<file path="config.mk">
export PLATFORM = sky130hd
export DESIGN_NAME = cacheWay
export DESIGN_NICKNAME = d
export VERILOG_FILES = /design/src/rtl/busPkg.sv /design/src/rtl/cachePkg.sv /design/src/rtl/cacheWay.sv
export SDC_FILE = /design/constraint.sdc
export NUM_CORES = 2
export LEC_CHECK = 0
export ABC_AREA = 1
export BUFFER_PORTS_ARGS = -buffer_cell sky130_fd_sc_hd__buf_4
export CORE_ASPECT_RATIO = 1.4
export CORE_MARGIN = 2
export CORE_UTILIZATION = 50
export DETAILED_ROUTE_END_ITERATION = 7
export PLACE_DENSITY = 0.66
export SKIP_LAST_GASP = 1
export SYNTH_ARGS = -nofsm -noshare
export SYNTH_HDL_FRONTEND = slang
export SYNTH_SLANG_ARGS = --single-unit
export TNS_END_PERCENT = 10
</file>
<file path="constraint.sdc">
create_clock -name clk -period 4.4 [get_ports clk]
set_input_delay 0.88 -clock clk [delete_from_list [all_inputs] [get_ports clk]]
set_output_delay 0.88 -clock clk [all_outputs]
set_load 0.02 [all_outputs]
</file>
<file path="src/rtl/busPkg.sv">
package busPkg;

  // Byte address, used on the processor side and on the bus
  typedef logic [31:0] addrT;

  // One data word
  typedef logic [31:0] wordT;

  // One enable bit per byte lane of a word
  typedef logic [3:0] byteMaskT;

endpackage

</file>
<file path="src/rtl/cachePkg.sv">
package cachePkg;

  // Geometry used when the top level is not overridden
  localparam int defaultLines = 16;
  localparam int defaultBlockWords = 4;

  // Miss handling sequence of the controller
  //   idle       hits are served, a miss starts the sequence
  //   writeBack  dirty victim goes out word by word
  //   refill     new block comes in word by word
  //   settle     one cycle for the arrays before the retry
  typedef enum logic [1:0] {
    idle,
    writeBack,
    refill,
    settle
  } ctrlStateT;

endpackage

</file>
<file path="src/rtl/cacheWay.sv">
`timescale 1ns/1ps

module cacheWay #(
  parameter int lines = cachePkg::defaultLines,
  parameter int blockWords = cachePkg::defaultBlockWords,
  localparam int indexW = $clog2(lines),
  localparam int offsetW = $clog2(blockWords),
  localparam int tagW = 32 - 2 - offsetW - indexW
) (
  input  logic              clk,
  input  logic              reset,
  input  logic [indexW-1:0]  index,
  input  logic [tagW-1:0]    tagIn,
  input  logic [offsetW-1:0] wordSel,
  input  logic              wordWe,
  input  busPkg::byteMaskT  byteMask,
  input  busPkg::wordT      wData,
  input  logic              fill,
  input  logic              setDirty,
  input  logic              clearDirty,
  output logic              hit,
  output logic              valid,
  output logic              dirty,
  output logic [tagW-1:0]    tagOut,
  output busPkg::wordT      rData
);

  import busPkg::*;

  wordT            dataMem [lines][blockWords];
  logic [tagW-1:0] tagMem [lines];
  logic [lines-1:0] validBits;
  logic [lines-1:0] dirtyBits;

  // Data array with byte lanes written separately
  always_ff @(posedge clk) begin
    if (wordWe) begin
      for (int b = 0; b < 4; b++) begin
        if (byteMask[b]) begin
          dataMem[index][wordSel][8*b +: 8] <= wData[8*b +: 8];
        end
      end
    end
  end

  // Tag is written once per refill
  always_ff @(posedge clk) begin
    if (fill) begin
      tagMem[index] <= tagIn;
    end
  end

  always_ff @(posedge clk, posedge reset) begin
    if (reset) begin
      validBits <= '0;
    end else if (fill) begin
      validBits[index] <= 1'b1;
    end
  end

  // Write hit marks the line, refill cleans it
  always_ff @(posedge clk, posedge reset) begin
    if (reset) begin
      dirtyBits <= '0;
    end else if (setDirty) begin
      dirtyBits[index] <= 1'b1;
    end else if (clearDirty) begin
      dirtyBits[index] <= 1'b0;
    end
  end

  assign valid  = validBits[index];
  assign dirty  = dirtyBits[index];
  assign tagOut = tagMem[index];
  assign hit    = valid && (tagOut == tagIn);
  assign rData  = dataMem[index][wordSel];

  // A refill and a write hit belong to different controller states
  fillNotWithDirty: assert property (
    @(posedge clk) disable iff (reset) !(fill && setDirty)
  );

endmodule

</file>
==> impl_metrics.py <==
metrics = {
    "outcome": {
        "outcome": "completed",
    },
    "timing": {
        "clock_skew_ns": 0,
        "tightest_slew_ns": 1.23,
        "setup_viol": 0,
        "post-route-period-util_pct": 97.4,
        "setup_ws_ns": 0.114,
        "fmax_mhz": 233,
        "rsz0062_at_grt": "false",
        "period_needed_ns": 4.29,
        "final.setup.tns_ns": 0,
        "slew_violations": 0,
        "slew_headroom_pct": 17.7,
        "hold_viol": 0,
        "whs_ns": 0.174,
    },
    "clock_network": {
        "cts-root-buf": "clkbuf_16",
        "clkTransAtPathRegs_ns": 0.07,
        "cts_inserted_buffers": 216,
        "clk_latency_ns": 0.84,
        "htreeDepth": 4,
        "cts_sinks": 2464,
        "post_cts.repair.setup_buffers": 0,
        "clk_path_buf_depth": 3,
        "postCtsHoldBufs": 0,
        "cts_tree": "yes",
    },
    "yosys": {
        "synth-adder-area-share_pct": 0,
        "syn_avg_cell_area_um2": 14.7,
        "yosys.area_share.simple_pct": 7.88,
        "synth_compound_area_share_pct": 11.7,
        "synth.yosys.seq_area_share_pct": 78.4,
        "synth_mux_area_share_pct": 0,
        "synth_xor_xnor_area_share_pct": 0,
        "synthCells": 6420,
        "yosysWarnings": 0,
        "ys_types": 29,
        "synth_fp_nets": 6492,
        "synth_top_family_by_area": "compound AO/OA/AOI/OAI gates",
        "synth_area_um2": 94200,
        "ys_ff_latch": 2464,
    },
    "place": {
        "numPortBuffers": 130,
        "dp_hpwl_um": 144000,
        "gp_congestion": 0.867,
        "dpl-instance-area_um2": 99800,
        "placed_cells": 8918,
        "pre_cts_ws_ns": 0.0598,
    },
    "die": {
        "die_y_um": 518,
        "die_w_um": 371,
        "pin_count": 131,
        "rows": 188,
        "initial_core_util_pct": 50.3,
        "core_area_um2": 187000,
        "dieArea_um2": 192000,
    },
    "routing": {
        "drc": 0,
        "first_pass_iters": 6,
        "drtIter0Drc": 6053,
        "routedWlPerCell_um": 26.6,
        "avgViaCountPerCell": 6.04,
        "dr_total_vias": 56300,
        "postRouteWirelength_um": 248000,
        "drt.antenna.violating_nets": 0,
    },
    "worst_setup_path": {
        "worst-endpoint-arrival_ns": 3.41,
        "cp_top_family": "buffers and inverters",
        "required_ns": 3.52,
        "cp_cell_sequence": "buf_4, nand2_2, inv_8, buf_12, a22oi_1, nand2_1, nand2_1, a21oi_1, o31ai_1, nand3_1, buf_4",
        "worstPathMaxFanout": 74,
        "start_kind": "input port",
        "slowest_stage": "a21oi_1",
        "cp_num_buf_inv": 4,
        "path_class": "input port to output port",
        "endpoint_kind": "output port",
        "cp_slowest_stage_delay_ns": 0.42,
    },
    "worst_hold_path": {
        "hold_class": "input port to asynchronous set/reset pin",
    },
    "final_layout": {
        "drive_above_1_share_pct": 12.8,
        "post-route-util_pct": 57.0,
        "design_area_um2": 107000,
        "layout.nets": 6738,
        "stdcell_count": 9318,
        "syn2layout_area_growth_pct": 13.4,
    },
    "grt": {
        "antenna_found_initial": 8,
        "grt_overflow": 0,
        "grt_max_degree": 126,
        "grt_pass1_vias": 55613,
        "grt_pass1_wl_um": 362000,
        "groute.usage.overall_pct": 25.5,
    },
    "power_and_ir_drop": {
        "vdd_drop_max_uv": 447,
        "leakage_nw": 35.9,
        "power_density_nw_per_um2": 447,
        "finalPower_mw": 47.7,
    },
    "flow_run": {
        "drv_cap": 0,
    },
}
[flip-flops by register name, indices dropped and copies added (netlist names), named ones only]
register   count
dataMem     2048
tagMem       384
validBits     16
[cells by family after synthesis]
family	Yosys count
AOI/OAI and AO/OA	1642
buffers and inverters	483
DFF	2464
and+or+nand+nor	1831
[worst min-delay path, cell delays in order]
cell,delay (ns)
buf_4,0.13
inv_1,0.05
buf_4,0.41
[area by class of cell]
| type | instances | area [µm²] |
|---|---|---|
| clock buffers | 276 | 5710 |
| multi-input cells | 3473 | 18600 |
| clock inverters | 121 | 1310 |
| inverters | 81 | 330 |
| repair buffers | 430 | 3950 |
| fillers | 14581 | 80400 |
| diodes | 3 | 7.51 |
| flip-flops and latches | 2464 | 73800 |
| well taps | 2470 | 3090 |
[Yosys cell counts, drive strengths merged]
| cell type | n | area share, % |
|---|---|---|
| nor3 | 14 | 0.074 |
| a22oi | 1032 | 8.2 |
| or2 | 143 | 0.95 |
| buf | 186 | 0.88 |
| nand3b | 1 | 0.0080 |
| nand3 | 62 | 0.33 |
| or4 | 1 | 0.0080 |
| clkinv | 4 | 0.016 |
| nor2 | 372 | 1.5 |
| o211ai | 1 | 0.0080 |
| a21oi | 463 | 2.5 |
| and2 | 19 | 0.13 |
| dfrtp | 32 | 0.85 |
| edfxtp | 2432 | 78 |
| o31ai | 64 | 0.51 |
| clkbuf | 216 | 0.86 |
| o21ai | 72 | 0.38 |
| inv | 77 | 0.31 |
| nand4 | 9 | 0.060 |
| nand2 | 1210 | 4.8 |
| o21bai | 10 | 0.080 |
[final timing paths]
check	start	to	slack (ns)	cells past startpoint
setup reg to reg	validBits[10]	validBits[10]	3.61	1
hold / removal	reset	validBits[4]	0.17	3
setup / recovery	index[0]	rData[18]	0.11	11
min in group clk	tagIn[15]	tagMem[7][15]	0.33	1
max in group asynchronous	reset	asynchronous set/reset pin	3.84	3
hold reg to reg	validBits[3]	validBits[3]	0.46	2
[per-layer routing]
metal / global-route usage (%) / vias up / part of all wire [%]
met5: 0 / - / 0.030
met4: 10.2 / 12 / 4.2
met3: 4.47 / 501 / 7.9
met2: 42.5 / 2522 / 50
met1: 33.1 / 28392 / 38
li1: - / 24873 / -
[where the power goes]
part / internal [mW] / leakage [nW] / switching [mW]
logic: 0.849 / 10.3 / 2.07
clock network: 10.3 / 3.43 / 8.45
registers: 26.0 / 22.2 / 0.0588
total: 37.2 / 35.9 / 10.6
[cells in the final DEF, fill, tap and decap left out, types with 9 or more instances in the layout]
cell / netlist / final
nor3_1: 14 / 14
inv_2: 19 / 17
edfxtp_1: 2432 / 2432
a22oi_1: 1032 / 1032
o21bai_1: 10 / 10
o31ai_1: 64 / 64
inv_1: 58 / 56
clkinv_2: 0 / 47
buf_12: 0 / 58
o21ai_0: 69 / 69
and2_1: 19 / 19
or2_1: 58 / 58
dfrtp_1: 32 / 32
nand3_1: 62 / 61
or2_2: 85 / 85
nor2_4: 1 / 23
clkinv_1: 4 / 38
bufinv_16: 0 / 19
clkinv_16: 0 / 9
nand4_1: 9 / 9
nor2_1: 369 / 348
clkbuf_1: 216 / 53
clkbuf_16: 0 / 217
nand2_1: 1209 / 1208
buf_4: 3 / 372
a21oi_1: 463 / 463
[what timing repair did]
| action | in CTS | in global routing |
|---|---|---|
| hold endpoints to repair | 0 | 0 |
| setup endpoints to repair | 0 | 1 |
| gates resized for setup | 0 | 1 |
Note: power is estimated with default switching activity, not from simulation.
