### config.mk
export PLATFORM = sky130hd
export DESIGN_NAME = cacheController
export DESIGN_NICKNAME = d
export VERILOG_FILES = /design/src/rtl/busPkg.sv /design/src/rtl/cachePkg.sv /design/src/rtl/cacheController.sv
export SDC_FILE = /design/constraint.sdc
export NUM_CORES = 1
export LEC_CHECK = 0
export BUFFER_PORTS_ARGS = -buffer_cell sky130_fd_sc_hd__buf_2
export CAP_MARGIN = 25
export CORE_AREA = 5 5 179 181
export CTS_CLUSTER_SIZE = 10
export DETAILED_ROUTE_END_ITERATION = 10
export DIE_AREA = 0 0 184 186
export PLACE_DENSITY = 0.37
export SLEW_MARGIN = 20
export SYNTH_ARGS = -nofsm -noshare
export SYNTH_HDL_FRONTEND = slang
export SYNTH_SLANG_ARGS = --single-unit
### constraint.sdc
create_clock -name clk -period 2.98 [get_ports clk]
set_clock_uncertainty 0.05 [all_clocks]
set_input_delay 0.745 -clock clk [delete_from_list [all_inputs] [get_ports clk]]
set_output_delay 0.745 -clock clk [all_outputs]
set_load 0.005 [all_outputs]
### src/rtl/busPkg.sv
package busPkg;

  // Byte address, used on the processor side and on the bus
  typedef logic [31:0] addrT;

  // One data word
  typedef logic [31:0] wordT;

  // One enable bit per byte lane of a word
  typedef logic [3:0] byteMaskT;

endpackage

### src/rtl/cachePkg.sv
package cachePkg;

  // Geometry used when the top level is not overridden
  localparam int defaultLines = 16;
  localparam int defaultBlockWords = 4;

  // Miss handling sequence of the controller
  //   idle       hits are served, a miss starts the sequence
  //   writeBack  dirty victim goes out word by word
  //   refill     new block comes in word by word
  //   settle     one cycle for the arrays before the retry
  typedef enum logic [1:0] {
    idle,
    writeBack,
    refill,
    settle
  } ctrlStateT;

endpackage

### src/rtl/cacheController.sv
`timescale 1ns/1ps

module cacheController #(
  parameter int lines = cachePkg::defaultLines,
  parameter int blockWords = cachePkg::defaultBlockWords,
  localparam int indexW = $clog2(lines),
  localparam int offsetW = $clog2(blockWords),
  localparam int tagW = 32 - 2 - offsetW - indexW
) (
  input  logic               clk,
  input  logic               reset,
  input  logic               cpuRead,
  input  logic               cpuWrite,
  input  busPkg::addrT       cpuAddr,
  input  busPkg::byteMaskT   cpuByteMask,
  input  busPkg::wordT       cpuWData,
  output logic               stall,
  output busPkg::wordT       cpuRData,
  output logic [indexW-1:0]  way0Index,
  output logic [tagW-1:0]    way0TagIn,
  output logic [offsetW-1:0] way0WordSel,
  output logic               way0WordWe,
  output busPkg::byteMaskT   way0ByteMask,
  output busPkg::wordT       way0WData,
  output logic               way0Fill,
  output logic               way0SetDirty,
  output logic               way0ClearDirty,
  input  logic               way0Hit,
  input  logic               way0Valid,
  input  logic               way0Dirty,
  input  logic [tagW-1:0]    way0TagOut,
  input  busPkg::wordT       way0RData,
  output logic [indexW-1:0]  way1Index,
  output logic [tagW-1:0]    way1TagIn,
  output logic [offsetW-1:0] way1WordSel,
  output logic               way1WordWe,
  output busPkg::byteMaskT   way1ByteMask,
  output busPkg::wordT       way1WData,
  output logic               way1Fill,
  output logic               way1SetDirty,
  output logic               way1ClearDirty,
  input  logic               way1Hit,
  input  logic               way1Valid,
  input  logic               way1Dirty,
  input  logic [tagW-1:0]    way1TagOut,
  input  busPkg::wordT       way1RData,
  output logic               busRequest,
  output logic               busWrite,
  output busPkg::addrT       busAddr,
  output busPkg::wordT       busWData,
  input  busPkg::wordT       busRData,
  input  logic               busReady
);

  import busPkg::*;
  import cachePkg::*;

  ctrlStateT          state;
  ctrlStateT          nextState;
  logic [offsetW-1:0] wordCount;
  logic               victimWay;
  logic [lines-1:0]   lru;

  logic [indexW-1:0]  cpuIndex;
  logic [tagW-1:0]    cpuTag;
  logic [offsetW-1:0] cpuWord;
  logic               access;
  logic               anyHit;
  logic               miss;
  logic               victimSel;
  logic               victimDirty;
  logic [tagW-1:0]    victimTag;
  wordT               victimData;
  logic               lastWord;
  logic               wordDone;
  logic               writeHit;
  logic               fillDone;
  logic [offsetW-1:0] wordSel;
  byteMaskT           wayMask;
  wordT               wayData;

  // Address fields from low to high are byte, word offset, index and tag
  assign cpuWord  = cpuAddr[2 +: offsetW];
  assign cpuIndex = cpuAddr[2 + offsetW +: indexW];
  assign cpuTag   = cpuAddr[31 -: tagW];

  assign access = cpuRead || cpuWrite;
  assign anyHit = way0Hit || way1Hit;
  assign miss   = access && !anyHit;

  // Empty way first, LRU way otherwise
  always_comb begin
    if (!way0Valid) begin
      victimSel = 1'b0;
    end else if (!way1Valid) begin
      victimSel = 1'b1;
    end else begin
      victimSel = lru[cpuIndex];
    end
  end

  assign victimDirty = victimSel ? way1Dirty : way0Dirty;
  assign victimTag   = victimWay ? way1TagOut : way0TagOut;
  assign victimData  = victimWay ? way1RData : way0RData;
  assign cpuRData    = way1Hit ? way1RData : way0RData;

  assign lastWord = (wordCount == offsetW'(blockWords - 1));
  assign wordDone = busReady && (state == writeBack || state == refill);
  assign writeHit = (state == idle) && cpuWrite && anyHit;
  assign fillDone = (state == refill) && busReady && lastWord;

  always_comb begin
    nextState = state;
    case (state)
      idle:      if (miss) nextState = victimDirty ? writeBack : refill;
      writeBack: if (busReady && lastWord) nextState = refill;
      refill:    if (busReady && lastWord) nextState = settle;
      settle:    nextState = idle;
      default:   nextState = idle;
    endcase
  end

  always_ff @(posedge clk, posedge reset) begin
    if (reset) begin
      state     <= idle;
      wordCount <= '0;
      victimWay <= 1'b0;
    end else begin
      state <= nextState;
      if (state == idle && miss) begin
        victimWay <= victimSel;
        wordCount <= '0;
      end else if (wordDone) begin
        wordCount <= lastWord ? '0 : wordCount + 1'b1;
      end
    end
  end

  // LRU bit names the way not used last
  always_ff @(posedge clk, posedge reset) begin
    if (reset) begin
      lru <= '0;
    end else if (state == idle && access && anyHit) begin
      lru[cpuIndex] <= way0Hit;
    end
  end

  assign stall = (state != idle) || miss;

  // Bus fields come from state and counter only, so they hold under back-pressure
  assign busRequest = (state == writeBack) || (state == refill);
  assign busWrite   = (state == writeBack);
  assign busAddr    = {(state == writeBack) ? victimTag : cpuTag, cpuIndex, wordCount, 2'b00};
  assign busWData   = victimData;

  // Refill words or a processor write hit
  assign wordSel = (state == idle) ? cpuWord : wordCount;
  assign wayMask = (state == idle) ? cpuByteMask : 4'hF;
  assign wayData = (state == idle) ? cpuWData : busRData;

  assign way0Index   = cpuIndex;
  assign way0TagIn   = cpuTag;
  assign way0WordSel = wordSel;
  assign way0ByteMask = wayMask;
  assign way0WData   = wayData;
  assign way0WordWe  = (writeHit && way0Hit) ||
                       (state == refill && busReady && !victimWay);
  assign way0Fill       = fillDone && !victimWay;
  assign way0ClearDirty = fillDone && !victimWay;
  assign way0SetDirty   = writeHit && way0Hit;

  assign way1Index   = cpuIndex;
  assign way1TagIn   = cpuTag;
  assign way1WordSel = wordSel;
  assign way1ByteMask = wayMask;
  assign way1WData   = wayData;
  assign way1WordWe  = (writeHit && way1Hit) ||
                       (state == refill && busReady && victimWay);
  assign way1Fill       = fillDone && victimWay;
  assign way1ClearDirty = fillDone && victimWay;
  assign way1SetDirty   = writeHit && way1Hit;

  // A block lives in at most one way
  oneWayHits: assert property (
    @(posedge clk) disable iff (reset) !(way0Hit && way1Hit)
  );

  busHoldsWhileWaiting: assert property (
    @(posedge clk) disable iff (reset)
    busRequest && !busReady |=> busRequest && $stable(busAddr) &&
                                $stable(busWrite) && $stable(busWData)
  );

endmodule

==> results.tsv <==
stage	metric	value	unit
clock_tree	Post-CTS Resized	0	
synth	Synth top cells by count	mux2_2, buf_4, nor2_1	
timing	setup TNS	0	ns
synth	Synth Flop Type	dfrtp_1	
power	power per cell area	627.1	mW/mm^2
clock_tree	CTS tree	yes	
timing	Max Clk Rate	0.3652	GHz
route	wire length per cell	15.73	um
global_routing	total track usage	9.069	%
global_routing	largest net degree at the start of global routing	51	
clock_tree	Num Clock Sinks	21	
synth	asr flop ratio synth	100.0	%
synth	Mean Syn Cell Area	8.761	sq um
clock_tree	H-tree levels	1	
critical_path	Crit. End Element	output port	
cells_and_area	Finished Cell Area	0.005829	sq mm
route	final wirelength	18290	um
global_routing	GR Overflow Total	0	
synth	Synth Warn #	0	
flow_run	max-cap viol count	0	
synth	most numerous cell in the Yosys netlist	mux2_2	
route	Iter 0 DRT Violations	104	
synth	Area contributors post-synth	mux2_2, buf_4, dfrtp_1, mux2i_1, nor2_1	
cells_and_area	Core Util, Final	19.26	%
global_routing	antenna violations before repair	1	
synth	Post-Synthesis Cells	422	
route	via count	4179	
cells_and_area	fraction of layout cells with a size suffix above 1	77.28	%
power	VDD IR max	0.2878	mV
floorplan	# rows	64	
timing	final setup vio count	0	
placement	Post-DP Area	0.005747	sq mm
timing	Final Hold Violating Endpoints	0	
floorplan	die area	0.03422	sq mm
power	P_leak	3.056	nW
synth	synth unique cells	29	
run_status	status	finished, final reports clean	
synth	most area-hungry cell type in the Yosys netlist	mux2_2	
timing	minimum clock period	2.738	ns
synth	Post-synth EDFFs	0	
floorplan	DIE HEIGHT	186	um
floorplan	die width	184	um
placement	detailed placer's ending HPWL	16370	um
synth	Syn Std Cell Area	0.003697	sq mm
floorplan	Starting Density	12.21	%
route	drt pass-1 iters	4	
critical_path	CP max stage cell	ha_2	
cells_and_area	final non-filler cell total	1163	
critical_path	Worst Setup Path Type	flip-flop to output port	
critical_path	CP Max Fanout	13	
clock_tree	clock root cell	clkbuf_16	
placement	placed insts	1158	
clock_tree	clock tree buffer depth	2	
timing	RSZ-0062 raised after global routing	no	
clock_tree	worst skew pair latency	0.25	ns
floorplan	total core area	0.03027	sq mm
timing	worst hold slack	0.4556	ns
synth	top cell type's share of synthesized area	34.72	%
critical_path	cells along the critical path	inv_1, ha_2, buf_4, mux2_2, buf_2	
cells_and_area	Layout fillers	3467	
timing	Slew HR	53.86	%
critical_path	critical path's largest stage delay	0.39	ns
synth	sequential element share of the synthesized area	14.21	%
placement	Place WS	0.1887	ns
placement	GPL Wtd Cong	0.7626	
power	Pwr Total	3.656	mW
route	DRC viols	0	
route	post-route ant nets	0	
critical_path	Startpoint Class	flip-flop	
timing	final period utilization	91.88	%
clock_tree	hold_buf cts	0	
global_routing	first-pass GRT wire length	24160	um
synth	post-synthesis register bit count	21	
placement	port buffer count	457	
global_routing	vias in the first global route	4144	
critical_path	Worst Path Required	2.18	ns
route	vias per inst	3.593	
clock_tree	clk slew on worst S/H paths	0.06	ns
timing	final worst slack	0.2419	ns
timing	final slew viol count	0	
cells_and_area	nets@finish	995	
clock_tree	post-CTS setup buffers	0	
min_path	HP Class	flip-flop to flip-flop	
timing	Slew @ Worst Pin	0.6825	ns
cells_and_area	Area Growth Syn to Fin	57.66	%
critical_path	Worst EP arrival	1.94	ns
floorplan	Top Ports	462	
clock_tree	Num CTS Buffers	3	
-- worst paths after layout --
| path | startpoint | slack [ns] | cells past startpoint | endpoint |
|---|---|---|---|---|
| hold reg to reg | lru[12] | 0.46 | 1 | lru[12] |
| max in group asynchronous | reset | 2.17 | 3 | victimWay |
| setup reg to reg | state[1] | 0.66 | 6 | lru[0] |
| min in group asynchronous | reset | 0.47 | 3 | victimWay |
| setup / recovery | state[1] | 0.24 | 5 | way1WData[14] |
| hold / removal | lru[12] | 0.46 | 1 | lru[12] |
-- power breakdown --
part,switching (mW),internal [mW],total (mW)
sequential,0.144,0.422,0.566
combinational,1.31,1.49,2.80
clock,0.106,0.180,0.286
total,1.56,2.09,3.66
-- flip-flops by register name (all words and copies together) (netlist names) --
signal / flops
lru: 16
state: 2
wordCount: 2
victimWay: 1
-- layout make-up --
cell class | instances | area [sq um] | area share [%]
multi-input combinational | 267 | 2282 | 39.15
timing repair buffer | 468 | 2420 | 41.51
tap | 396 | 495.5 | 8.500
sequential | 21 | 526.8 | 9.036
antenna | 1 | 2.502 | 0.04293
inverter | 6 | 22.52 | 0.3863
clock buffer | 3 | 75.07 | 1.288
clock inverter | 1 | 5.005 | 0.08586
-- critical path, delay by kind of cell, from the launching register on --
kind                     cells  cell delay, ns
flip-flops                   1            0.38
buffers and inverters        3            0.54
multiplexers                 1            0.39
adder cells (fa/ha/maj)      1            0.39
-- cell families after synthesis --
family / Yosys count / share of synthesized area [%]
multiplexers: 151 / 45.41
buffers and inverters: 135 / 24.30
AND/OR/NAND/NOR: 74 / 8.866
AO/OA/AOI/OAI: 35 / 5.414
flip-flops: 21 / 14.21
adder cells (fa/ha/maj): 5 / 1.692
other: 1 / 0.1014
-- cells in the final DEF (no fill, tap or decap), types with 2 or more instances in the layout --
cell type,count
buf_2,457
mux2_2,114
nor2_1,42
mux2i_1,35
a21oi_1,26
dfrtp_1,20
nand2_1,9
nand2b_1,7
buf_4,7
inv_1,6
nor3_1,5
buf_12,4
nand3_1,3
o21ai_0,3
ha_1,3
clkbuf_16,3
mux4_2,2
and2_1,2
nor2b_1,2
and3_1,2
o21bai_1,2
ha_2,2
conb_1,2
-- routing by layer --
metal  GRT usage [%]  vias to the layer above  share of wire [%]
met5               0                        -                  0
met4          0.7394                        0               0.28
met3           1.544                        2                9.4
met2           17.13                      266                 52
met1           11.20                     1860                 38
li1                -                     2051                  -
No activity file was read; power rests on OpenSTA's default activity.
